<file path="src/logic/pcs_pkg.sv">
package pcs_pkg;

// lane geometry, 40G has four lanes of one block each
localparam int LANE_N    = 4;
localparam int DATA_W    = 64;
localparam int HEAD_W    = 2;
localparam int KEEP_W    = DATA_W/8;
localparam int BLOCK_W   = DATA_W + HEAD_W;
localparam int SCRAM_W   = 58; // x^58 term, scrambler depth
localparam int SCRAM_TAP = 39; // x^39 term

typedef logic [DATA_W-1:0]  pcs_data_t;
typedef logic [KEEP_W-1:0]  pcs_keep_t;
typedef logic [HEAD_W-1:0]  pcs_head_t;
typedef logic [7:0]         pcs_btype_t; // block type field
typedef logic [6:0]         pcs_ccode_t; // 7b control code
typedef logic [23:0]        am_lane_t;   // M0 in low byte
typedef logic [SCRAM_W-1:0] scram_state_t;

// sync header sits in the low bits so it leaves the gearbox first
typedef struct packed {
	pcs_data_t data;
	pcs_head_t head;
} pcs_block_t;

// per lane xgmii control flags
typedef struct packed {
	logic ctrl_v;  // lane carries control
	logic idle_v;
	logic start_v; // start on byte 0 only
	logic term_v;
	logic err_v;
} xgmii_ctrl_t;

localparam pcs_head_t HEAD_DATA = 2'b01;
localparam pcs_head_t HEAD_CTRL = 2'b10;

localparam pcs_btype_t BT_IDLE  = 8'h1e;
localparam pcs_btype_t BT_START = 8'h78;
localparam pcs_btype_t BT_TERM0 = 8'h87;
localparam pcs_btype_t BT_TERM1 = 8'h99;
localparam pcs_btype_t BT_TERM2 = 8'haa;
localparam pcs_btype_t BT_TERM3 = 8'hb4;
localparam pcs_btype_t BT_TERM4 = 8'hcc;
localparam pcs_btype_t BT_TERM5 = 8'hd2;
localparam pcs_btype_t BT_TERM6 = 8'he1;
localparam pcs_btype_t BT_TERM7 = 8'hff;
// indexed by number of valid bytes in the terminate block
localparam pcs_btype_t [7:0] BT_TERM = {BT_TERM7, BT_TERM6, BT_TERM5, BT_TERM4,
	BT_TERM3, BT_TERM2, BT_TERM1, BT_TERM0};

localparam pcs_ccode_t CC_IDLE  = 7'h00;
localparam pcs_ccode_t CC_ERROR = 7'h1e;

// 40GBASE-R marker bytes M0..M2 per lane
localparam am_lane_t AM_PATTERN [LANE_N] = '{24'h477690, 24'he6c4f0, 24'h9b65c5, 24'h3d79a2};

// what every stage holds out of reset
localparam pcs_block_t IDLE_BLOCK = '{data: {{8{CC_IDLE}}, BT_IDLE}, head: HEAD_CTRL};

endpackage
</file>
<file path="src/logic/pcs_tx.sv">
`timescale 1ns/1ps
module pcs_tx import pcs_pkg::*; #(
	parameter int           AM_PERIOD  = 16383, // data blocks per lane between markers
	parameter scram_state_t SCRAM_SEED = '1
)(
	input  logic                       pcs_clk,
	input  logic                       rst_i,
	input  xgmii_ctrl_t [LANE_N-1:0]   ctrl_i,
	input  logic [LANE_N*DATA_W-1:0]   data_i,
	input  logic [LANE_N*KEEP_W-1:0]   keep_i,
	output logic                       ready_o,    // mac word taken
	output logic                       marker_v_o, // markers on the lanes this cycle
	output logic [LANE_N*DATA_W-1:0]   serdes_data_o
);

logic                    pipe_en;   // enc and scrambler advance
logic                    marker_v;
logic [LANE_N-1:0]       gb_accept; // same phase on every lane
pcs_block_t [LANE_N-1:0] enc_blk;   // encoded
pcs_block_t [LANE_N-1:0] scr_blk;   // scrambled
pcs_block_t [LANE_N-1:0] am_blk;    // with markers

// stall on gearbox drain or marker slot
assign pipe_en    = gb_accept[0] & ~marker_v;
assign ready_o    = pipe_en;
assign marker_v_o = marker_v;

for (genvar l = 0; l < LANE_N; l++) begin : gen_enc
	pcs_enc u_enc (
		.pcs_clk (pcs_clk),
		.rst_i   (rst_i),
		.en_i    (pipe_en),
		.ctrl_i  (ctrl_i[l]),
		.data_i  (data_i[l*DATA_W +: DATA_W]),
		.keep_i  (keep_i[l*KEEP_W +: KEEP_W]),
		.block_o (enc_blk[l])
	);
end

pcs_scrambler #(.SCRAM_SEED(SCRAM_SEED)) u_scram (
	.pcs_clk (pcs_clk),
	.rst_i   (rst_i),
	.en_i    (pipe_en),
	.block_i (enc_blk),
	.block_o (scr_blk)
);

// runs on accept alone, it must still emit the marker
pcs_am_insert #(.AM_PERIOD(AM_PERIOD)) u_am (
	.pcs_clk    (pcs_clk),
	.rst_i      (rst_i),
	.en_i       (gb_accept[0]),
	.block_i    (scr_blk),
	.marker_v_o (marker_v),
	.block_o    (am_blk)
);

for (genvar l = 0; l < LANE_N; l++) begin : gen_gb
	pcs_gearbox_tx u_gb (
		.pcs_clk  (pcs_clk),
		.rst_i    (rst_i),
		.block_i  (am_blk[l]),
		.accept_o (gb_accept[l]),
		.data_o   (serdes_data_o[l*DATA_W +: DATA_W])
	);
end

// lane 0 accept drives the whole pipe, the others must track it
a_gb_lockstep: assert property (@(posedge pcs_clk) disable iff (rst_i)
	gb_accept == {LANE_N{gb_accept[0]}});

endmodule

</file>
<file path="src/logic/pcs_gearbox_tx.sv">
`timescale 1ns/1ps
module pcs_gearbox_tx import pcs_pkg::*; (
	input  logic       pcs_clk,
	input  logic       rst_i,
	input  pcs_block_t block_i,
	output logic       accept_o, // block_i consumed this cycle
	output pcs_data_t  data_o
);

// 33 words of 64b carry 32 blocks of 66b
localparam int PHASE_N = 33;

logic [5:0]          phase_q; // residue holds 2*phase bits
logic [DATA_W-1:0]   res_q;   // pending bits with the lsb leaving first
logic [DATA_W-1:0]   res_d;
logic [2*DATA_W-1:0] cat;     // residue with new block stacked above

// residue is already a full word in the last phase
assign accept_o = (phase_q != 6'(PHASE_N-1));

always_comb begin
	cat = ({{(2*DATA_W-BLOCK_W){1'b0}}, block_i} << (HEAD_W*phase_q))
		| {{DATA_W{1'b0}}, res_q};
	data_o = cat[DATA_W-1:0]; // only the residue in the drain phase
	if (accept_o) begin
		res_d = cat[2*DATA_W-1:DATA_W]; // 2 more bits left over
	end else begin
		res_d = '0; // nothing left after the drain
	end
end

// bits above the valid residue must stay zero for the or above
always_ff @(posedge pcs_clk) begin
	if (rst_i) begin
		phase_q <= '0;
		res_q   <= '0;
	end else begin
		phase_q <= accept_o ? phase_q + 6'd1 : 6'd0;
		res_q   <= res_d;
	end
end

endmodule

</file>
<file path="src/logic/pcs_am_insert.sv">
`timescale 1ns/1ps
module pcs_am_insert import pcs_pkg::*; #(
	parameter int AM_PERIOD = 16383
)(
	input  logic                    pcs_clk,
	input  logic                    rst_i,
	input  logic                    en_i,     // gearbox takes a block
	input  pcs_block_t [LANE_N-1:0] block_i,
	output logic                    marker_v_o,
	output pcs_block_t [LANE_N-1:0] block_o
);

localparam int CNT_W = $clog2(AM_PERIOD+1);

typedef enum logic {
	AM_DATA,
	AM_MARK
} am_state_t;

am_state_t               state_q;
logic [CNT_W-1:0]        cnt_q;   // data blocks since last marker
logic                    fwd;     // data block leaves this cycle
pcs_block_t [LANE_N-1:0] data_q;  // stage 3 register
logic [LANE_N-1:0][7:0]  bip_q;   // running parity per lane
logic [LANE_N-1:0][7:0]  bip_blk; // parity of the block going out

assign marker_v_o = (state_q == AM_MARK);
assign fwd        = en_i & (state_q == AM_DATA);

// fold each 66b block onto 8 parity bits, bit i lands on i mod 8
always_comb begin
	bip_blk = '0;
	for (int l = 0; l < LANE_N; l++) begin
		for (int i = 0; i < BLOCK_W; i++) begin
			bip_blk[l][i%8] ^= data_q[l][i];
		end
	end
end

always_ff @(posedge pcs_clk) begin
	if (rst_i) begin
		state_q <= AM_DATA;
		cnt_q   <= '0;
		bip_q   <= '0;
	end else if (en_i) begin
		case (state_q)
			AM_DATA: begin
				bip_q <= bip_q ^ bip_blk;
				if (cnt_q == CNT_W'(AM_PERIOD-1)) begin
					cnt_q   <= '0;
					state_q <= AM_MARK; // period done, marker next
				end else begin
					cnt_q <= cnt_q + 1'b1;
				end
			end
			AM_MARK: begin
				bip_q   <= '0; // markers themselves not counted
				state_q <= AM_DATA;
			end
			default: state_q <= AM_DATA;
		endcase
	end
end

// held through the marker slot
always_ff @(posedge pcs_clk) begin
	if (rst_i) begin
		data_q <= {LANE_N{IDLE_BLOCK}};
	end else if (fwd) begin
		data_q <= block_i;
	end
end

// marker: M0 M1 M2 BIP, then the same four bytes inverted
always_comb begin
	for (int l = 0; l < LANE_N; l++) begin
		if (marker_v_o) begin
			block_o[l].head = HEAD_CTRL;
			block_o[l].data = {~{bip_q[l], AM_PATTERN[l]}, bip_q[l], AM_PATTERN[l]};
		end else begin
			block_o[l] = data_q[l];
		end
	end
end

// once taken, a marker gives way to data
a_mark_single: assert property (@(posedge pcs_clk) disable iff (rst_i)
	marker_v_o && en_i |=> !marker_v_o);

endmodule

</file>
<file path="src/logic/pcs_scrambler.sv">
`timescale 1ns/1ps
module pcs_scrambler import pcs_pkg::*; #(
	parameter scram_state_t SCRAM_SEED = '1
)(
	input  logic                    pcs_clk,
	input  logic                    rst_i,
	input  logic                    en_i,
	input  pcs_block_t [LANE_N-1:0] block_i,
	output pcs_block_t [LANE_N-1:0] block_o
);

localparam int STREAM_W = LANE_N*DATA_W; // all four payloads back to back

scram_state_t                state_q; // last 58 scrambled bits, newest at msb
scram_state_t                state_d;
logic [STREAM_W-1:0]         din;
logic [STREAM_W-1:0]         dout;
logic [SCRAM_W+STREAM_W-1:0] hist; // old bits then new, oldest at bit 0

// lane 0 first, bit 0 first within a lane
always_comb begin
	for (int l = 0; l < LANE_N; l++) begin
		din[l*DATA_W +: DATA_W] = block_i[l].data;
	end
	hist = {{STREAM_W{1'b0}}, state_q};
	for (int i = 0; i < STREAM_W; i++) begin
		// s[n] = d[n] ^ s[n-39] ^ s[n-58]
		hist[SCRAM_W+i] = din[i] ^ hist[SCRAM_W+i-SCRAM_TAP] ^ hist[i];
	end
	dout    = hist[SCRAM_W +: STREAM_W];
	state_d = hist[STREAM_W +: SCRAM_W]; // newest 58 bits
end

// stage 2, headers pass unscrambled
always_ff @(posedge pcs_clk) begin
	if (rst_i) begin
		state_q <= SCRAM_SEED;
		block_o <= {LANE_N{IDLE_BLOCK}};
	end else if (en_i) begin
		state_q <= state_d; // only moves with the pipe
		for (int l = 0; l < LANE_N; l++) begin
			block_o[l].data <= dout[l*DATA_W +: DATA_W];
			block_o[l].head <= block_i[l].head;
		end
	end
end

endmodule

</file>
<file path="src/logic/pcs_enc.sv">
`timescale 1ns/1ps
module pcs_enc import pcs_pkg::*; (
	input  logic        pcs_clk,
	input  logic        rst_i,
	input  logic        en_i,   // pipeline advance
	input  xgmii_ctrl_t ctrl_i,
	input  pcs_data_t   data_i,
	input  pcs_keep_t   keep_i,
	output pcs_block_t  block_o
);

logic [2:0] term_cnt;  // valid bytes in a terminate word
logic       is_err;    // error flag or no usable control flag
pcs_data_t  term_data; // terminate payload
pcs_block_t block_d;

assign is_err = ctrl_i.err_v | ~(ctrl_i.idle_v | ctrl_i.start_v | ctrl_i.term_v);

// terminate: type byte, data bytes, then idle fill
always_comb begin
	term_cnt  = 3'($countones(keep_i));
	term_data = {{8{CC_IDLE}}, BT_TERM[term_cnt]};
	for (int b = 0; b < KEEP_W-1; b++) begin
		if (keep_i[b]) begin
			term_data[8*(b+1) +: 8] = data_i[8*b +: 8]; // byte b moves up one slot
		end
	end
end

always_comb begin
	block_d.head = HEAD_CTRL;
	block_d.data = {{8{CC_IDLE}}, BT_IDLE};
	if (!ctrl_i.ctrl_v) begin
		block_d.head = HEAD_DATA; // plain data, payload untouched
		block_d.data = data_i;
	end else if (is_err) begin
		block_d.data = {{8{CC_ERROR}}, BT_IDLE}; // error codes in every slot
	end else if (ctrl_i.term_v) begin
		block_d.data = term_data;
	end else if (ctrl_i.start_v) begin
		// byte 0 of the word is replaced by the type
		block_d.data = {data_i[DATA_W-1:8], BT_START};
	end
end

// stage 1 register
always_ff @(posedge pcs_clk) begin
	if (rst_i) begin
		block_o <= IDLE_BLOCK;
	end else if (en_i) begin
		block_o <= block_d;
	end
end

// terminate keep must be a run of low bits, byte 7 never valid
a_term_keep: assert property (@(posedge pcs_clk) disable iff (rst_i)
	en_i && ctrl_i.ctrl_v && ctrl_i.term_v && !ctrl_i.err_v
	|-> ((keep_i & (keep_i + 8'd1)) == 8'd0) && !keep_i[KEEP_W-1]);

endmodule

</file>
<file path="config.mk">
export PLATFORM = sky130hd
export DESIGN_NAME = pcs_tx
export DESIGN_NICKNAME = d
export VERILOG_FILES = /design/src/logic/pcs_pkg.sv /design/src/logic/pcs_tx.sv /design/src/logic/pcs_gearbox_tx.sv /design/src/logic/pcs_am_insert.sv /design/src/logic/pcs_scrambler.sv /design/src/logic/pcs_enc.sv
export SDC_FILE = /design/constraint.sdc
export NUM_CORES = 2
export LEC_CHECK = 0
export BUFFER_PORTS_ARGS = -buffer_cell sky130_fd_sc_hd__buf_4
export CORE_MARGIN = 2
export CORE_UTILIZATION = 55
export CTS_CLUSTER_SIZE = 20
export DETAILED_ROUTE_END_ITERATION = 8
export PLACE_DENSITY = 0.74
export REMOVE_ABC_BUFFERS = 1
export SETUP_SLACK_MARGIN = 0.2
export SLEW_MARGIN = 20
export SYNTH_ARGS = -nofsm -noshare
export SYNTH_HDL_FRONTEND = slang
export SYNTH_SLANG_ARGS = --single-unit
</file>
<file path="constraint.sdc">
create_clock -name pcs_clk -period 6.1 [get_ports pcs_clk]
set_input_delay 0.305 -clock pcs_clk [delete_from_list [all_inputs] [get_ports pcs_clk]]
set_output_delay 0.305 -clock pcs_clk [all_outputs]
set_load 0.03 [all_outputs]
</file>
==> metrics.csv <==
metric;value;unit
outcome;finished, final reports clean;
cp_max_fo;32;
drv_slew;0;
wl;321;mm
antenna_found_initial;22;
syn_to_final_growth;12.9;%
period_share;80.0;%
hold_violations;0;
floorplan.initialDensity;55.6;%
first_pass_iters;9;
drive_above_1_share;16.0;%
hpwl;236;mm
mostFrequentLayoutCells;1417 x nand2_1, 1158 x dfxtp_1, 1052 x a21oi_1, 802 x nor2_1, 678 x buf_4;
max_freq;205;MHz
final_common_cell;nand2_1;
finalNonFillerCells;11400;
cts.sinks;1177;
hold_path_class;in -> reg;
ctsHtreeMaxLevel;4;
vias;76000;
first_global_vias;69600;
pin_count;568;
highest_layer;met5;
cap_violations;0;
gp_congestion;1.03;
num_rows;137;
postRouteAntennaNets;0;
ctsRootBufferMaster;clkbuf_16;
io_buffers;567;
max-slew-margin-rel;21.4;%
ir_worst_vdd;754;uV
worst_pin_slew;1.18;ns
synthFlopType;dfxtp_1;
dr_wl_met2;134;mm
clock_path_buffers;3;
drt_iter0_drc;11500;
detail_route.wl_per_cell;28.1;um
crit_type;reg -> out;
gr-total-overflow;0;
drc;0;
syn_inst;9407;
end_kind;output pin;
grtUsageTotal;42.5;%
die_h;380;um
core_area;140000;um^2
powerDensity;620;nW/um^2
finalNetCount;9822;
worstPathRequired;5.79;ns
worst_setup_hold_path_clk_slew;0.07;ns
vias_per_cell;6.64;
synth-seq-cells;1177;
seqCellArea;23600;um^2
arrival;4.58;ns
cts_tree;done;
rsz0062_at_grt;false;
worstSkewPairLatency;0.81;ns
wl_met1;131;mm
async_flop_share;0;%
cts_made_buffers;134;
die_w;380;um
period_needed;4.88;ns
setup_tns;0;ns
synth_edf_count;0;
ys_warn_count;0;
wl_met3;40.3;mm
grt_pass1_wl;467;mm
ys_types;87;
die_area;144000;um^2
p_leak;36.8;nW
finClkSkew;0.0311;ns
finalSetupViolCount;0;
synth.cell_area;77700;um^2
nFillCells;12200;
multi_input_area;48800;um^2
place_inst;10900;
seq_area_frac_synth;30.3;%
crit_path_start_kind;flip-flop;
syn_area_per_cell;8.26;um^2
grt_max_degree;221;
final cells by class:
cell class	instances	share of cell area, %
diodes	9	0.0257
clock buffers	185	4.45
clock inverters	53	0.746
inverters	102	0.448
multi-input cells	7091	55.6
flip-flops and latches	1177	26.9
well taps	1876	2.68
repair buffers	956	9.11
routing by layer:
metal | up-vias | track usage (%)
li1 | 33200 | -
met1 | 36800 | 60.1
met2 | 5117 | 61.0
met3 | 896 | 10.4
met4 | 18 | 19.1
met5 | - | 0
report_power, final:
group	internal [W]	leakage, nW	switching [W]	total (W)
clock network	0.00496	2.23	0.00354	0.00850
registers	0.00952	9.70	0.00190	0.0114
logic	0.0127	24.9	0.0217	0.0345
total	0.0272	36.8	0.0272	0.0544
per-stage QoR:
step | cell area [um^2] | worst slack, ns | power, W | utilization (%) | hold slack (ns)
3_3_place_gp | 80500 | 2.12 | 0.0439 | 57.5 | 0.432
4_1_cts | 87700 | 1.26 | 0.0530 | 62.7 | 0.00419
5_1_grt | 87700 | 0.897 | 0.0555 | 62.7 | 0.0190
2_1_floorplan | 72700 | -46.62 | 0.0311 | - | 0.367
6_report | 87700 | 1.22 | 0.0544 | 62.7 | 0.0356
3_5_place_dp | 80500 | 2.09 | 0.0443 | 57.5 | 0.435
registers in the layout, summed over array words and instances (netlist names):
name                   flops
gen_enc.u_enc.block_o    264
gen_gb.u_gb.phase_q       24
gen_gb.u_gb.res_q        256
u_am.bip_q                32
u_am.cnt_q                14
u_am.data_q              264
u_am.marker_v_o            1
u_scram.block_o          264
u_scram.state_q           58
Yosys cell counts (45+ instances only):
cell type	instances	area, um^2
nand2_1	1419	5330
dfxtp_1	1177	23600
a21oi_1	1052	5270
nor2_1	808	3030
clkbuf_1	564	2120
xnor2_1	499	4370
mux2i_1	346	3460
nor3_1	286	1430
buf_4	262	1970
o21ai_0	190	951
mux2_2	184	2070
a221oi_1	151	1320
a31o_2	151	1320
o21bai_1	148	1110
mux4_2	144	3240
a21o_1	130	976
xor2_1	128	1120
buf_1	111	417
xnor3_1	107	2410
buf_2	100	500
nand3_1	93	465
a22oi_1	91	683
inv_1	89	334
and3_1	84	526
nand2b_1	77	482
o22ai_1	73	457
a211oi_1	61	458
o2bb2ai_1	60	526
o211ai_1	58	435
a2bb2oi_1	56	490
nor2b_1	49	307
a211o_1	47	412
xor3_1	47	1120
and2_1	45	282
worst max-delay path, cell delays in order (launching register included):
cell and delay, ns:
dfxtp_2 0.80, clkinv_1 0.91, mux4_2 0.80, mux4_2 0.50, nand2b_1 0.18, o22ai_1 0.20, o21ai_0 0.11, nand2b_1 0.12
buf_4 0.17
final timing paths:
| check | start | slack, ns | cells past startpoint | end |
|---|---|---|---|---|
| setup / recovery | gen_gb[1].u_gb.phase_q[0]$_SDFF_PP0_ | 1.22 | 8 | serdes_data_o[124] |
| hold / removal | data_i[67] | 0.04 | 4 | gen_enc[1].u_enc.block_o[13]$_SDFFE_PP0P_ |
| setup reg to reg | u_am.marker_v_o$_SDFFE_PP0N_ | 1.49 | 8 | gen_enc[2].u_enc.block_o[24]$_SDFFE_PP0P_ |
| hold reg to reg | gen_enc[0].u_enc.block_o[1]$_SDFFE_PP1P_ | 0.44 | 2 | gen_enc[0].u_enc.block_o[1]$_SDFFE_PP1P_ |
repair_timing:
action,in CTS,in global routing
buffers inserted,0,0
resized for setup,0,0
hold buffers,266,0
endpoints found under the hold margin,237,0
logic make-up after synthesis:
logic type | share of synthesized area (%)
adder cells (fa/ha/maj) | 0.921
XOR/XNOR | 12.2
multiplexers | 11.3
AND/OR/NAND/NOR | 16.4
flip-flops | 30.3
AO/OA/AOI/OAI | 22.0
buffers and inverters | 6.93
Note: power is estimated with default switching activity, not from simulation.
